### config.mk
export PLATFORM = sky130hd
export DESIGN_NAME = io_hub
export DESIGN_NICKNAME = d
export VERILOG_FILES = /design/src/source/io_hub_pkg.sv /design/src/source/io_bus_control.sv /design/src/source/port_decoder.sv /design/src/source/read_mux.sv /design/src/source/sys_ctl_port.sv /design/src/source/io_hub.sv
export VERILOG_INCLUDE_DIRS = /design/src /design/src/source
export SDC_FILE = /design/constraint.sdc
export NUM_CORES = 1
export LEC_CHECK = 0
export BUFFER_PORTS_ARGS = -buffer_cell sky130_fd_sc_hd__buf_2
export CORE_MARGIN = 2
export CORE_UTILIZATION = 53
export CTS_CLUSTER_DIAMETER = 50
export DETAILED_ROUTE_END_ITERATION = 12
export PLACE_DENSITY = 0.91
export SKIP_CTS_REPAIR_TIMING = 1
export SLEW_MARGIN = 20
export SYNTH_ARGS = -nofsm -noshare
export SYNTH_HDL_FRONTEND = slang
export SYNTH_HIERARCHICAL = 1
export SYNTH_SLANG_ARGS = --single-unit
### constraint.sdc
create_clock -name clk_sys -period 7.5 [get_ports clk_sys]
set_clock_uncertainty 0.1 [all_clocks]
set_input_delay 0.375 -clock clk_sys [delete_from_list [all_inputs] [get_ports clk_sys]]
set_output_delay 0.375 -clock clk_sys [all_outputs]
set_load 0.03 [all_outputs]
### src/source/io_hub_macros.svh
`ifndef IO_HUB_MACROS_SVH
`define IO_HUB_MACROS_SVH

// bus widths
`define IO_ADDR_W 16
`define IO_DATA_W 32
`define IO_SIZE_W 3

// hard disk 0, data block and aux port
`define HDD0_BASE 16'h01F0
`define HDD0_AUX 16'h03F6

// hard disk 1, data block and aux port
`define HDD1_BASE 16'h0170
`define HDD1_AUX 16'h0376

`define FDD_BASE 16'h03F0
`define PIT_BASE 16'h0040
`define PIT_SPK 16'h0061 // speaker control
`define PIC_M_BASE 16'h0020
`define PIC_S_BASE 16'h00A0
`define RTC_BASE 16'h0070
`define SYSCTL_PORT 16'h8888

// block alignment, log2 of block size
`define HDD_BLK_W 3
`define FDD_BLK_W 3
`define PIT_BLK_W 2
`define PIC_BLK_W 1
`define RTC_BLK_W 1

// system control port
`define SYSCTL_KEY 8'hA1
`define SYSCFG_RESET 8'hA2

`define OPEN_BUS 8'hFF // unmapped read value

`endif

### src/source/io_hub_pkg.sv
`default_nettype none

package io_hub_pkg;

	typedef enum logic [2:0] {
		IDLE,
		ADDR, // address on bus
		STROBE, // read or write pulse
		CAPTURE, // sample read data
		FINISH // done pulse
	} bus_state_t;

	typedef enum logic {
		OP_READ,
		OP_WRITE
	} io_op_t;

	// one select per target
	typedef struct packed {
		logic hdd0;
		logic hdd1;
		logic fdd;
		logic pit;
		logic pic;
		logic rtc;
		logic sysctl;
	} dev_cs_t;

endpackage

`default_nettype wire

### src/source/io_bus_control.sv
`timescale 1ns/10ps
`default_nettype none
`include "io_hub_macros.svh"

module io_bus_control (
	input wire clk_sys,
	input wire reset,

	input wire cpu_read_do,
	input wire [`IO_ADDR_W-1:0] cpu_read_address,
	input wire [`IO_SIZE_W-1:0] cpu_read_length,
	output logic [`IO_DATA_W-1:0] cpu_read_data,
	output logic cpu_read_done,

	input wire cpu_write_do,
	input wire [`IO_ADDR_W-1:0] cpu_write_address,
	input wire [`IO_SIZE_W-1:0] cpu_write_length,
	input wire [`IO_DATA_W-1:0] cpu_write_data,
	output logic cpu_write_done,

	output logic [`IO_ADDR_W-1:0] bus_address,
	output logic [`IO_DATA_W-1:0] bus_writedata,
	output logic [`IO_SIZE_W-1:0] bus_datasize,
	output logic bus_read,
	output logic bus_write,

	input wire io32,
	input wire [`IO_DATA_W-1:0] bus_readdata
);
	import io_hub_pkg::*;

	localparam logic [`IO_SIZE_W-1:0] SIZE_BYTE = 1;

	bus_state_t state_q;
	io_op_t op_q;
	logic [`IO_ADDR_W-1:0] addr_q;
	logic [`IO_SIZE_W-1:0] len_q;
	logic [`IO_SIZE_W-1:0] cnt_q; // bytes left
	logic [1:0] byte_q; // byte lane of next read byte
	logic [`IO_DATA_W-1:0] wdata_q;
	logic [`IO_DATA_W-1:0] rdata_q;
	logic first_q;
	logic wide_q;
	logic wide;
	logic last;

	// io32 is only trusted at the first STROBE, held in wide_q after that
	assign wide = first_q ? io32 : wide_q;
	assign last = wide_q || (cnt_q == SIZE_BYTE);

	assign bus_address = addr_q;
	assign bus_writedata = wdata_q;
	assign bus_datasize = wide ? len_q : SIZE_BYTE;
	assign bus_read = (state_q == STROBE) && (op_q == OP_READ);
	assign bus_write = (state_q == STROBE) && (op_q == OP_WRITE);

	assign cpu_read_data = rdata_q;
	assign cpu_read_done = (state_q == FINISH) && (op_q == OP_READ);
	assign cpu_write_done = (state_q == FINISH) && (op_q == OP_WRITE);

	always_ff @(posedge clk_sys) begin
		if (reset) begin
			state_q <= IDLE;
			op_q <= OP_READ;
			addr_q <= '0;
			first_q <= 1'b0;
			wide_q <= 1'b0;
		end else begin
			case (state_q)
				IDLE: begin
					if (cpu_read_do) begin // read wins a tie
						state_q <= ADDR;
						op_q <= OP_READ;
						addr_q <= cpu_read_address;
						first_q <= 1'b1;
					end else if (cpu_write_do) begin
						state_q <= ADDR;
						op_q <= OP_WRITE;
						addr_q <= cpu_write_address;
						first_q <= 1'b1;
					end
				end
				ADDR: begin
					state_q <= STROBE;
				end
				STROBE: begin
					state_q <= CAPTURE;
					first_q <= 1'b0;
					wide_q <= wide;
				end
				CAPTURE: begin
					if (last) begin
						state_q <= FINISH;
					end else begin
						state_q <= ADDR;
						addr_q <= addr_q + 1'b1; // next byte port
					end
				end
				FINISH: begin
					state_q <= IDLE;
				end
				default: begin
					state_q <= IDLE;
				end
			endcase
		end
	end

	always_ff @(posedge clk_sys) begin
		case (state_q)
			IDLE: begin
				byte_q <= 2'd0;
				rdata_q <= '0; // unused upper bytes read as zero
				if (cpu_read_do) begin
					len_q <= cpu_read_length;
					cnt_q <= cpu_read_length;
				end else if (cpu_write_do) begin
					len_q <= cpu_write_length;
					cnt_q <= cpu_write_length;
					wdata_q <= cpu_write_data;
				end
			end
			CAPTURE: begin
				if (wide_q) begin
					rdata_q <= bus_readdata;
				end else begin
					rdata_q[{byte_q, 3'b000} +: 8] <= bus_readdata[7:0]; // little endian
				end
				if (!last) begin
					cnt_q <= cnt_q - 1'b1;
					byte_q <= byte_q + 1'b1;
					wdata_q <= wdata_q >> 8; // low byte goes first
				end
			end
			default: begin
				cnt_q <= cnt_q;
			end
		endcase
	end

endmodule

`default_nettype wire

### src/source/port_decoder.sv
`timescale 1ns/10ps
`default_nettype none
`include "io_hub_macros.svh"

module port_decoder (
	input wire clk_sys,
	input wire reset,
	input wire [`IO_ADDR_W-1:0] bus_address,
	input wire bus_read,
	input wire bus_write,

	output io_hub_pkg::dev_cs_t cs,
	output logic io32,

	output logic hdd0_read,
	output logic hdd0_write,
	output logic hdd1_read,
	output logic hdd1_write,
	output logic fdd_read,
	output logic fdd_write,
	output logic pit_read,
	output logic pit_write,
	output logic pic_read,
	output logic pic_write,
	output logic rtc_read,
	output logic rtc_write
);
	logic hdd0_hit;
	logic hdd1_hit;
	logic fdd_hit;
	logic pit_hit;
	logic pic_hit;
	logic rtc_hit;
	logic sysctl_hit;

	// block aligned compares
	assign hdd0_hit = ((bus_address >> `HDD_BLK_W) == (`HDD0_BASE >> `HDD_BLK_W)) ||
		(bus_address == `HDD0_AUX);
	assign hdd1_hit = ((bus_address >> `HDD_BLK_W) == (`HDD1_BASE >> `HDD_BLK_W)) ||
		(bus_address == `HDD1_AUX);
	assign fdd_hit = (bus_address >> `FDD_BLK_W) == (`FDD_BASE >> `FDD_BLK_W);
	assign pit_hit = ((bus_address >> `PIT_BLK_W) == (`PIT_BASE >> `PIT_BLK_W)) ||
		(bus_address == `PIT_SPK);
	assign pic_hit = ((bus_address >> `PIC_BLK_W) == (`PIC_M_BASE >> `PIC_BLK_W)) ||
		((bus_address >> `PIC_BLK_W) == (`PIC_S_BASE >> `PIC_BLK_W)); // master or slave
	assign rtc_hit = (bus_address >> `RTC_BLK_W) == (`RTC_BASE >> `RTC_BLK_W);
	assign sysctl_hit = bus_address == `SYSCTL_PORT;

	always_ff @(posedge clk_sys) begin
		if (reset) begin
			cs <= '0;
			io32 <= 1'b0;
		end else begin
			cs.hdd0 <= hdd0_hit;
			cs.hdd1 <= hdd1_hit;
			cs.fdd <= fdd_hit;
			cs.pit <= pit_hit;
			cs.pic <= pic_hit;
			cs.rtc <= rtc_hit;
			cs.sysctl <= sysctl_hit;
			io32 <= ((hdd0_hit || hdd1_hit) && !bus_address[9]) || sysctl_hit; // aux ports are 8 bit
		end
	end

	assign hdd0_read = bus_read & cs.hdd0;
	assign hdd0_write = bus_write & cs.hdd0;
	assign hdd1_read = bus_read & cs.hdd1;
	assign hdd1_write = bus_write & cs.hdd1;
	assign fdd_read = bus_read & cs.fdd;
	assign fdd_write = bus_write & cs.fdd;
	assign pit_read = bus_read & cs.pit;
	assign pit_write = bus_write & cs.pit;
	assign pic_read = bus_read & cs.pic;
	assign pic_write = bus_write & cs.pic;
	assign rtc_read = bus_read & cs.rtc;
	assign rtc_write = bus_write & cs.rtc;

endmodule

`default_nettype wire

### src/source/read_mux.sv
`timescale 1ns/10ps
`default_nettype none
`include "io_hub_macros.svh"

module read_mux (
	input wire io_hub_pkg::dev_cs_t cs,
	input wire [`IO_DATA_W-1:0] hdd0_readdata,
	input wire [`IO_DATA_W-1:0] hdd1_readdata,
	input wire [7:0] fdd_readdata,
	input wire [7:0] pit_readdata,
	input wire [7:0] pic_readdata,
	input wire [7:0] rtc_readdata,
	output logic [`IO_DATA_W-1:0] bus_readdata
);
	logic [7:0] byte_rd;

	// 8 bit devices
	always_comb begin
		if (cs.fdd) begin
			byte_rd = fdd_readdata;
		end else if (cs.pic) begin
			byte_rd = pic_readdata;
		end else if (cs.pit) begin
			byte_rd = pit_readdata;
		end else if (cs.rtc) begin
			byte_rd = rtc_readdata;
		end else begin
			byte_rd = `OPEN_BUS;
		end
	end

	always_comb begin
		if (cs.hdd0) begin // disks win over the floppy block
			bus_readdata = hdd0_readdata;
		end else if (cs.hdd1) begin
			bus_readdata = hdd1_readdata;
		end else begin
			bus_readdata = {{(`IO_DATA_W-8){1'b0}}, byte_rd};
		end
	end

endmodule

`default_nettype wire

### src/source/sys_ctl_port.sv
`timescale 1ns/10ps
`default_nettype none
`include "io_hub_macros.svh"

module sys_ctl_port (
	input wire clk_sys,
	input wire reset,
	input wire io_hub_pkg::dev_cs_t cs,
	input wire bus_write,
	input wire [`IO_SIZE_W-1:0] bus_datasize,
	input wire [`IO_DATA_W-1:0] bus_writedata,
	output logic [7:0] syscfg
);
	localparam logic [`IO_SIZE_W-1:0] SIZE_WORD = 2;

	logic in_reset_q; // no disk access and no unlock yet
	logic disk_hit;
	logic unlock;

	assign disk_hit = cs.hdd0 | cs.hdd1 | cs.fdd;
	assign unlock = bus_write && cs.sysctl && (bus_datasize == SIZE_WORD) &&
		(bus_writedata[15:8] == `SYSCTL_KEY);

	always_ff @(posedge clk_sys) begin
		if (reset) begin
			syscfg <= `SYSCFG_RESET;
			in_reset_q <= 1'b1;
		end else if (disk_hit && in_reset_q) begin
			syscfg <= 8'h00; // first disk or floppy access
			in_reset_q <= 1'b0;
		end else if (unlock) begin
			syscfg <= bus_writedata[7:0];
			in_reset_q <= 1'b0;
		end
	end

endmodule

`default_nettype wire

### src/source/io_hub.sv
`timescale 1ns/10ps
`default_nettype none
`include "io_hub_macros.svh"

module io_hub (
	input wire clk_sys,
	input wire reset,

	input wire cpu_read_do,
	input wire [`IO_ADDR_W-1:0] cpu_read_address,
	input wire [`IO_SIZE_W-1:0] cpu_read_length,
	output logic [`IO_DATA_W-1:0] cpu_read_data,
	output logic cpu_read_done,
	input wire cpu_write_do,
	input wire [`IO_ADDR_W-1:0] cpu_write_address,
	input wire [`IO_SIZE_W-1:0] cpu_write_length,
	input wire [`IO_DATA_W-1:0] cpu_write_data,
	output logic cpu_write_done,

	output logic [`IO_ADDR_W-1:0] dev_address,
	output logic [`IO_DATA_W-1:0] dev_writedata,
	output logic [`IO_SIZE_W-1:0] dev_datasize,

	output logic hdd0_read,
	output logic hdd0_write,
	output logic hdd1_read,
	output logic hdd1_write,
	output logic fdd_read,
	output logic fdd_write,
	output logic pit_read,
	output logic pit_write,
	output logic pic_read,
	output logic pic_write,
	output logic rtc_read,
	output logic rtc_write,

	input wire [`IO_DATA_W-1:0] hdd0_readdata,
	input wire [`IO_DATA_W-1:0] hdd1_readdata,
	input wire [7:0] fdd_readdata,
	input wire [7:0] pit_readdata,
	input wire [7:0] pic_readdata,
	input wire [7:0] rtc_readdata,

	output logic [7:0] syscfg
);
	import io_hub_pkg::*;

	logic [`IO_ADDR_W-1:0] bus_address;
	logic [`IO_DATA_W-1:0] bus_writedata;
	logic [`IO_SIZE_W-1:0] bus_datasize;
	logic [`IO_DATA_W-1:0] bus_readdata;
	logic bus_read;
	logic bus_write;
	logic io32;
	dev_cs_t cs;

	io_bus_control ctl (
		.clk_sys (clk_sys),
		.reset (reset),
		.cpu_read_do (cpu_read_do),
		.cpu_read_address (cpu_read_address),
		.cpu_read_length (cpu_read_length),
		.cpu_read_data (cpu_read_data),
		.cpu_read_done (cpu_read_done),
		.cpu_write_do (cpu_write_do),
		.cpu_write_address (cpu_write_address),
		.cpu_write_length (cpu_write_length),
		.cpu_write_data (cpu_write_data),
		.cpu_write_done (cpu_write_done),
		.bus_address (bus_address),
		.bus_writedata (bus_writedata),
		.bus_datasize (bus_datasize),
		.bus_read (bus_read),
		.bus_write (bus_write),
		.io32 (io32),
		.bus_readdata (bus_readdata)
	);

	port_decoder dec (
		.clk_sys (clk_sys),
		.reset (reset),
		.bus_address (bus_address),
		.bus_read (bus_read),
		.bus_write (bus_write),
		.cs (cs),
		.io32 (io32),
		.hdd0_read (hdd0_read),
		.hdd0_write (hdd0_write),
		.hdd1_read (hdd1_read),
		.hdd1_write (hdd1_write),
		.fdd_read (fdd_read),
		.fdd_write (fdd_write),
		.pit_read (pit_read),
		.pit_write (pit_write),
		.pic_read (pic_read),
		.pic_write (pic_write),
		.rtc_read (rtc_read),
		.rtc_write (rtc_write)
	);

	read_mux rmux (
		.cs (cs),
		.hdd0_readdata (hdd0_readdata),
		.hdd1_readdata (hdd1_readdata),
		.fdd_readdata (fdd_readdata),
		.pit_readdata (pit_readdata),
		.pic_readdata (pic_readdata),
		.rtc_readdata (rtc_readdata),
		.bus_readdata (bus_readdata)
	);

	sys_ctl_port sysctl (
		.clk_sys (clk_sys),
		.reset (reset),
		.cs (cs),
		.bus_write (bus_write),
		.bus_datasize (bus_datasize),
		.bus_writedata (bus_writedata),
		.syscfg (syscfg)
	);

	// shared device bus
	assign dev_address = bus_address;
	assign dev_writedata = bus_writedata;
	assign dev_datasize = bus_datasize;

endmodule

`default_nettype wire

==> metrics, run 1 <==
status=finished, final reports clean; Synth area leader=edfxtp_1; highest clock rate=362 MHz; overall routed net length=18800 µm; GP Congestion=0.863; Final min period=2.77 ns; top post-synthesis cells by area=edfxtp_1 (33%), dfxtp_1 (12%), nand2_1 (5.7%); Root Driver=clkbuf_16; mapped cell area=6560 µm²; RR Endpoint=sysctl/syscfg[6]; Async SR Flop Fraction=0; period utilization=0.369; GRT overflow=0; RSZ-0062 raised after global routing=false; Slew HR=0.370; core area=12100 µm²; die area=13300 µm²; PortBufs=274; die height=115 µm; Layout Nets=1110; final antenna-violating net count=0; starting density of the core=0.544; most numerous cell in the Yosys netlist=nand2_1; Synth cell types=75; clock-pin slew on the worst setup and hold paths=0.08 ns; cells after synthesis=687; FP Rows=40; CTS Buffer Depth=2; layout cells sized above 1=0.343; # DRC=0; total power=1.73 mW; antenna fix cells=0; P_leak=3.54 nW; R2R cell count=6; syn nets=865; synth warn=6; total number of vias=6428; TNS Setup=0 ns; Die X=115 µm; vias in the first global route=5841; r2r startpoint=ctl/wide_q; flops & latches, synth=111; area grow syn2layout=26.0%; CTS HTree Levels=3; dpl hpwl=13700 µm; Crit Path Max Fanout=55; kind of critical path=reg2reg; Pre-antenna DRT Iters=8; EDFF count, synth=72; sequential area share after synthesis=0.449; via/cell ratio=5.82; Clk Latency, worst-skew pair=0.35 ns; Yosys top cell area share=0.330; endpoints failing hold=0; WL/cell=17.0 µm; Placed Area=7960 µm²; CTS tree=yes; Tightest Hold Check Type=in2reg; synth cell count leaders=nand2_1 (100), edfxtp_1 (72), nor3_1 (45), dfxtp_1 (39), nor2b_1 (37); maximum capacitance violations=0; Reg2Reg Setup Slack=4.73 ns; crit path launch type=register; Final setup viols=0; cell count of the worst hold path=3; WHS Endpoint=ctl/bus_writedata[21]; Synth Area per Inst=9.54 µm²; clk sinks=111; Final Instance Area=8260 µm²; hold wc startpoint=cpu_write_data[21]; VDD IR max=153 µV; fin. max-slew vios=0; Worst Path Arrival=2.94 ns; gr usage total=0.269; TritonCTS Buffers=9; Crit path required time=7.67 ns; top_reg_cell synth=edfxtp_1; power per standard cell area=210 nW/µm²; Initial DRC Count=636; antenna violations before repair=0; first-pass GRT wire length=28300 µm; worst-margin pin slew=0.945 ns; largest net degree at the start of global routing=56; Ports=275; critical path capture point type=register; Fillers=918
[cell usage in the layout, fill, tap and decap left out, types with 5 or more instances in the layout]
| cell | instances |
|---|---|
| nor3_1 | 45 |
| a21oi_1 | 26 |
| nand3b_1 | 11 |
| clkbuf_16 | 9 |
| nor2b_1 | 37 |
| buf_2 | 274 |
| or2b_1 | 13 |
| and4_1 | 5 |
| nor2_1 | 34 |
| o21ai_0 | 19 |
| nand2b_1 | 7 |
| inv_1 | 12 |
| a221oi_1 | 31 |
| and2_1 | 24 |
| a22oi_1 | 8 |
| o2111ai_1 | 7 |
| o22ai_1 | 8 |
| mux2i_1 | 22 |
| buf_4 | 6 |
| ha_1 | 8 |
| a22o_1 | 22 |
| dfxtp_1 | 38 |
| nand4_1 | 6 |
| nand2_1 | 100 |
| nor4_1 | 5 |
| nand3_1 | 5 |
| edfxtp_1 | 72 |
| mux2_2 | 5 |
[power by group]
| group | leakage [nW] | internal [mW] | total, mW | switching [mW] |
|---|---|---|---|---|
| logic | 2.36 | 0.157 | 0.453 | 0.296 |
| registers | 1.04 | 0.738 | 0.806 | 0.0678 |
| clock network | 0.147 | 0.237 | 0.475 | 0.238 |
| total | 3.54 | 1.13 | 1.73 | 0.602 |
[state kept, by name (all words and copies together) (netlist names)]
| signal | flops |
|---|---|
| ctl/bus_address | 16 |
| ctl/bus_writedata | 32 |
| ctl/byte_q | 2 |
| ctl/cnt_q | 3 |
| ctl/cpu_read_data | 32 |
| ctl/first_q | 1 |
| ctl/len_q | 3 |
| ctl/op_q | 1 |
| ctl/state_q | 3 |
| ctl/wide_q | 1 |
| dec/cs | 7 |
| dec/io32 | 1 |
| sysctl/in_reset_q | 1 |
| sysctl/syscfg | 8 |
[through the flow]
stage | setup WS (ns) | hold WS (ns) | utilization | instances
6_report | 4.73 | 0.184 | 0.685 | 1105
5_1_grt | 4.54 | 0.184 | 0.685 | 1105
2_1_floorplan | 3.79 | 0.332 | - | 687
3_3_place_gp | 4.54 | 0.364 | 0.659 | 1089
3_5_place_dp | 4.79 | 0.368 | 0.660 | 1089
4_1_cts | 4.73 | 0.176 | 0.685 | 1105
[logic make-up (layout without fill, tap and decap cells)]
kind of cell | after synthesis | count (layout) | synth area share
xor+xnor | 2 | 2 | 0.00267
compound gates | 152 | 152 | 0.172
mux | 27 | 27 | 0.0422
fa+ha+maj | 8 | 8 | 0.0153
simple gates | 326 | 326 | 0.274
buf+inv | 61 | 311 | 0.0450
flops | 111 | 111 | 0.449
[critical path: stages (launching register included)]
cell	delay, ns
dfxtp_1	0.31
buf_4	0.40
mux2i_1	0.21
or2_2	0.32
or3b_2	0.49
nor4_4	0.58
mux2i_1	0.27
[layout make-up]
type | count | area (µm²) | share of cell area
clock buffer | 9 | 225 | 0.0273
clock inverter | 7 | 76.3 | 0.00924
multi-input combinational | 515 | 3330 | 0.403
tap | 168 | 210 | 0.0254
inverter | 15 | 56.3 | 0.00682
timing repair buffer | 280 | 1420 | 0.171
sequential | 111 | 2940 | 0.356
[routing by layer]
| layer | vias to the layer above | share of wire | global-route usage |
|---|---|---|---|
| met4 | 0 | 0.025 | 0.101 |
| met5 | - | 0 | 0 |
| met3 | 32 | 0.087 | 0.0617 |
| li1 | 3065 | - | - |
| met1 | 3000 | 0.38 | 0.311 |
| met2 | 331 | 0.51 | 0.484 |
[how the worst max path moves through the flow]
stage	from	endpoint	slack [ns]	cells past startpoint
after floorplan	cpu_read_do	ctl/bus_writedata[0]	3.79	3
after global placement	ctl/wide_q	sysctl/syscfg[5]	4.54	6
after detailed placement	ctl/wide_q	sysctl/syscfg[1]	4.79	6
after CTS	ctl/wide_q	sysctl/syscfg[1]	4.73	6
after global routing	ctl/wide_q	sysctl/syscfg[1]	4.54	6
final	ctl/wide_q	sysctl/syscfg[6]	4.73	6
No activity file was read; power rests on OpenSTA's default activity.
==> inputs of run 2 (changes only) <==
--- a/config.mk
+++ b/config.mk
@@ -8,10 +8,10 @@
 export LEC_CHECK = 0
 export BUFFER_PORTS_ARGS = -buffer_cell sky130_fd_sc_hd__buf_2
 export CORE_MARGIN = 2
-export CORE_UTILIZATION = 53
+export CORE_UTILIZATION = 44
 export CTS_CLUSTER_DIAMETER = 50
 export DETAILED_ROUTE_END_ITERATION = 12
-export PLACE_DENSITY = 0.91
+export PLACE_DENSITY = 0.81
 export SKIP_CTS_REPAIR_TIMING = 1
 export SLEW_MARGIN = 20
 export SYNTH_ARGS = -nofsm -noshare
==> constraint.sdc (replaced) <==
create_clock -name clk_sys -period 2.32 [get_ports clk_sys]
set_clock_uncertainty 0.1 [all_clocks]
set_input_delay 0.116 -clock clk_sys [delete_from_list [all_inputs] [get_ports clk_sys]]
set_output_delay 0.116 -clock clk_sys [all_outputs]
set_load 0.03 [all_outputs]
==> metrics, run 2 (synthesis gave the netlist of run 1 again) <==
status=finished, violations left (was finished, final reports clean); failing checks=negative hold slack; Final setup viols=0 (unchanged); clk sinks=111 (unchanged); Slew HR=0.331 (was 0.370); endpoints failing hold=1 (was 0); WHS Endpoint=ctl/op_q (was ctl/bus_writedata[21]); kind of critical path=reg2out (was reg2reg); Crit path required time=2.10 ns (was 7.67 ns); Pre-antenna DRT Iters=5 (was 8); maximum capacitance violations=0 (unchanged); Crit Path Max Fanout=8 (was 55); Inst Count DP=1128 (was 1089); vias in the first global route=5943 (was 5841); FP Rows=44 (was 40); largest net degree at the start of global routing=87 (was 56); via/cell ratio=5.57 (was 5.82); Reg2Reg Setup Slack=0.17 ns (was 4.73 ns); RSZ-0062 raised after global routing=false (unchanged); die height=126 µm (was 115 µm); antenna violations before repair=0 (unchanged); dpl hpwl=14500 µm (was 13700 µm); die area=15900 µm² (was 13300 µm²); critical path's top delay family=simple AND/OR/NAND/NOR gates (unchanged); cells along the critical path=or3b_2 -> nor2_1 -> buf_4 -> and2_1 -> buf_2 (was buf_4 -> mux2i_1 -> or2_2 -> or3b_2 -> nor4_4 -> mux2i_1); most common cell after layout, fill and taps aside=buf_2 (unchanged); antenna fix cells=0 (unchanged); crit path launch type=register (unchanged); GP Congestion=0.970 (was 0.863); Placed Area=8190 µm² (was 7960 µm²); critical path capture point type=output pin (was register); VDD IR max=438 µV (was 153 µV); starting density of the core=0.451 (was 0.544); total number of vias=6550 (was 6428); area grow syn2layout=34.3% (was 26.0%); fin. max-slew vios=0 (unchanged); worst path bufs/invs=2 (was 1); GRT overflow=0 (unchanged); Worst Path Arrival=1.96 ns (was 2.94 ns); first-pass GRT wire length=30100 µm (was 28300 µm); TritonCTS Buffers=9 (unchanged); Clk Latency, worst-skew pair=0.35 ns (about the same); R2R cell count=6 (unchanged); gr usage total=0.235 (was 0.269); RR Endpoint=sysctl/syscfg[5] (was sysctl/syscfg[6]); PortBufs=274 (unchanged); final antenna-violating net count=0 (unchanged); Final Instance Area=8800 µm² (was 8260 µm²); Slowest-stage cell, CP=or3b_2 (was nor4_4); TNS Setup=0 ns (unchanged); highest clock rate=459 MHz; Worst path max stage delay=0.49 ns (was 0.58 ns); Final min period=2.18 ns; Die X=126 µm (was 115 µm); CTS HTree Levels=3 (unchanged); Ports=275 (unchanged); CTS Buffer Depth=2 (unchanged); most frequent cells in the layout=buf_2 (274), nand2_1 (99), edfxtp_1 (72) (was buf_2 (274), nand2_1 (100), edfxtp_1 (72)); core area=14500 µm² (was 12100 µm²); layout cells sized above 1=0.353 (was 0.343); cell count of the worst hold path=2 (was 3); P_leak=3.78 nW (was 3.54 nW); # DRC=0 (unchanged); power per standard cell area=647 nW/µm² (was 210 nW/µm²); Worst Hold Slack=-0.00787 ns (was 0.184 ns); hold wc startpoint=cpu_read_do (was cpu_write_data[21]); WL/cell=17.4 µm (was 17.0 µm); r2r startpoint=ctl/first_q (was ctl/wide_q); fin cells=1175 (was 1105); Root Driver=clkbuf_16 (unchanged); period utilization=0.940; overall routed net length=20400 µm (was 18800 µm); Layout Nets=1164 (was 1110); Tightest Hold Check Type=in2reg (unchanged); Initial DRC Count=565 (was 636); worst-margin pin slew=1.00 ns (was 0.945 ns); CTS tree=yes (unchanged); clock-pin slew on the worst setup and hold paths=0.07 ns (was 0.08 ns)
run 2: cell types whose count changed in the layout (fill, tap and decap cells not counted), sizes merged:
cell	previous run	this run
inv	17	15
clkinvlp	0	2
buf	280	303
dlygate4sd3	0	31
clkinv	5	4
clkbuf	9	10
run 2: worst reg2reg max path, cell delays in order (launching register included):
cell and delay [ns]:
dfxtp_2 0.38, mux2i_4 0.26, nor2b_1 0.08, or4b_1 0.54, nor4_2 0.25, buf_4 0.24, mux2i_1 0.24
run 2: where the power goes:
group	internal, mW	switching [mW]	leakage (nW)
logic	0.592	1.03	2.61
registers	2.39	0.189	1.04
clock network	0.765	0.725	0.136
total	3.75	1.95	3.78
run 2: stage by stage:
| step | utilization | worst slack, ns | hold WS, ns | total power, mW |
|---|---|---|---|---|
| floorplan | - | 0.0840 | 0.106 | 3.58 |
| global placement | 0.563 | 0.193 | 0.284 | 4.15 |
| detailed placement | 0.563 | 0.133 | 0.289 | 4.18 |
| CTS | 0.583 | 0.123 | -0.0770 | 5.67 |
| global route | 0.606 | 0.000181 | 0.0107 | 5.95 |
| finish | 0.606 | 0.140 | -0.00787 | 5.69 |
run 2: worst max-delay path by stage:
stage	to	depth (start not counted)	slack, ns	startpoint
6_report	fdd_read	5	0.14	ctl/state_q[1]
5_1_grt	ctl/bus_address[9]	5	0.0002	ctl/state_q[0]
4_1_cts	sysctl/syscfg[5]	6	0.12	ctl/first_q
3_5_place_dp	sysctl/syscfg[5]	6	0.13	ctl/first_q
3_3_place_gp	sysctl/syscfg[4]	6	0.19	ctl/first_q
2_1_floorplan	ctl/bus_writedata[0]	4	0.08	ctl/state_q[0]
run 2: area by class of cell:
type                       count  area (µm²)
tap                          184         230
fill                        1268        5730
clock inverter                 6        45.0
clock buffer                  10         239
timing repair buffer         334        1920
sequential                   111        2950
inverter                      15        56.3
multi-input combinational    515        3360
run 2: per-layer routing:
layer	routed length (µm)	track usage
met1	8260	0.300
met3	1940	0.0578
met5	0	0
met4	342	0.0685
met2	9880	0.399
==> inputs of run 3 (changes only) <==
--- a/config.mk
+++ b/config.mk
@@ -6,7 +6,7 @@
 export SDC_FILE = /design/constraint.sdc
 export NUM_CORES = 1
 export LEC_CHECK = 0
-export BUFFER_PORTS_ARGS = -buffer_cell sky130_fd_sc_hd__buf_2
+export BUFFER_PORTS_ARGS = -buffer_cell sky130_fd_sc_hd__clkbuf_2
 export CORE_MARGIN = 2
 export CORE_UTILIZATION = 44
 export CTS_CLUSTER_DIAMETER = 50
==> metrics, run 3 (synthesis gave the netlist of run 1 again) <==
Root Driver=clkbuf_16 (unchanged); Pre-antenna DRT Iters=4 (was 5); CTS HTree Levels=3 (unchanged); highest clock rate=455 MHz (was 459 MHz); Ports=275 (unchanged); Slew HR=0.331 (about the same); WL/cell=17.2 µm (was 17.4 µm); Final min period=2.20 ns (was 2.18 ns); Worst Path Arrival=2.38 ns (was 1.96 ns); area grow syn2layout=34.5% (was 34.3%); total power=5.69 mW (about the same); overall routed net length=20300 µm (was 20400 µm); kind of critical path=reg2reg (was reg2out); FP Rows=44 (unchanged); clk sinks=111 (unchanged); antenna violations before repair=0 (unchanged); GP Congestion=0.929 (was 0.970); VDD IR max=432 µV (was 438 µV); critical path capture point type=register (was output pin); fin. max-slew vios=0 (unchanged); Crit path required time=2.50 ns (was 2.10 ns); RSZ-0062 raised after global routing=true (was false); Die X=126 µm (unchanged); CTS tree=yes (unchanged); core area=14500 µm² (unchanged); Place WS=0.104 ns (was 0.133 ns); Final Util=0.607 (was 0.606); antenna fix cells=0 (unchanged); clock-pin slew on the worst setup and hold paths=0.08 ns (was 0.07 ns); final antenna-violating net count=0 (unchanged); endpoints failing hold=0 (was 1); die height=126 µm (unchanged); Fillers=1238 (was 1268); Clk Latency, worst-skew pair=0.35 ns (about the same); status=finished, final reports clean (was finished, violations left); power per standard cell area=645 nW/µm² (was 647 nW/µm²); P_leak=3.81 nW (was 3.78 nW); Worst path max stage delay=0.53 ns (was 0.49 ns); setup ws final=0.123 ns (was 0.140 ns); Worst Hold Slack=0.00409 ns (was -0.00787 ns); layout cells sized above 1=0.353 (about the same); CTS Buffer Depth=2 (unchanged); largest net degree at the start of global routing=87 (unchanged); Initial DRC Count=530 (was 565); Tightest Hold Check Type=in2reg (unchanged); Slowest-stage cell, CP=or4b_1 (was or3b_2); TritonCTS Buffers=9 (unchanged); TNS Setup=0 ns (unchanged); fin cells=1179 (was 1175); period utilization=0.947 (was 0.940); # DRC=0 (unchanged); GRT overflow=0 (unchanged); most frequent cells in the layout=clkbuf_2 (274), nand2_1 (99), edfxtp_1 (72) (was buf_2 (274), nand2_1 (99), edfxtp_1 (72)); die area=15900 µm² (unchanged); starting density of the core=0.451 (unchanged); cells along the critical path=mux2i_2 -> nor2b_1 -> or4b_1 -> nor4_2 -> buf_4 -> mux2i_1 (was or3b_2 -> nor2_1 -> buf_4 -> and2_1 -> buf_2); maximum capacitance violations=0 (unchanged); Crit Path Max Fanout=9 (was 8); first-pass GRT wire length=30200 µm (was 30100 µm); via/cell ratio=5.58 (was 5.57); Layout Nets=1168 (was 1164); total number of vias=6579 (was 6550); PortBufs=274 (unchanged); most common cell after layout, fill and taps aside=clkbuf_2 (was buf_2); Placed Area=8200 µm² (was 8190 µm²); Inst Count DP=1130 (was 1128); gr usage total=0.235 (about the same); Final setup viols=0 (unchanged); dpl hpwl=14600 µm (was 14500 µm); crit path launch type=register (unchanged); vias in the first global route=5959 (was 5943); worst-margin pin slew=1.00 ns (about the same); Final Instance Area=8820 µm² (was 8800 µm²)
## run 3: power by group
part	leakage [nW]	switching, mW	total (mW)	internal, mW
Clock	0.139	0.740	1.49	0.748
Sequential	1.04	0.194	2.58	2.39
Combinational	2.64	1.03	1.61	0.589
Total	3.81	1.96	5.69	3.73
## run 3: worst paths after layout
check | start | endpoint | slack [ns] | cells after the start
min reg2reg | sysctl/in_reset_q | sysctl/in_reset_q | 0.38 | 2
max | ctl/first_q | sysctl/syscfg[7] | 0.12 | 6
max reg2reg | ctl/first_q | sysctl/syscfg[7] | 0.12 | 6
min | cpu_read_length[0] | ctl/len_q[0] | 0.004 | 2
## run 3: final cells by class
cell class | instances | area (µm²) | area share
Timing Repair Buffer | 338 | 1960 | 0.222
Clock buffer | 10 | 229 | 0.0260
Multi-Input combinational cell | 515 | 3350 | 0.380
Clock inverter | 6 | 48.8 | 0.00553
Sequential cell | 111 | 2940 | 0.334
Inverter | 15 | 56.3 | 0.00638
Tap cell | 184 | 230 | 0.0261
## run 3: critical path: cells and delay by family (launching register included)
kind          cells  cell delay [ns]
buf+inv           1             0.24
flops             1             0.40
mux               2             0.50
simple gates      3             0.88
## run 3: per-layer routing
layer | GRT usage | up-vias | wire (µm)
li1 | - | 3175 | -
met1 | 0.295 | 3032 | 8090
met2 | 0.404 | 340 | 10100
met3 | 0.0556 | 32 | 1750
met4 | 0.0698 | 0 | 365
met5 | 0 | - | 0
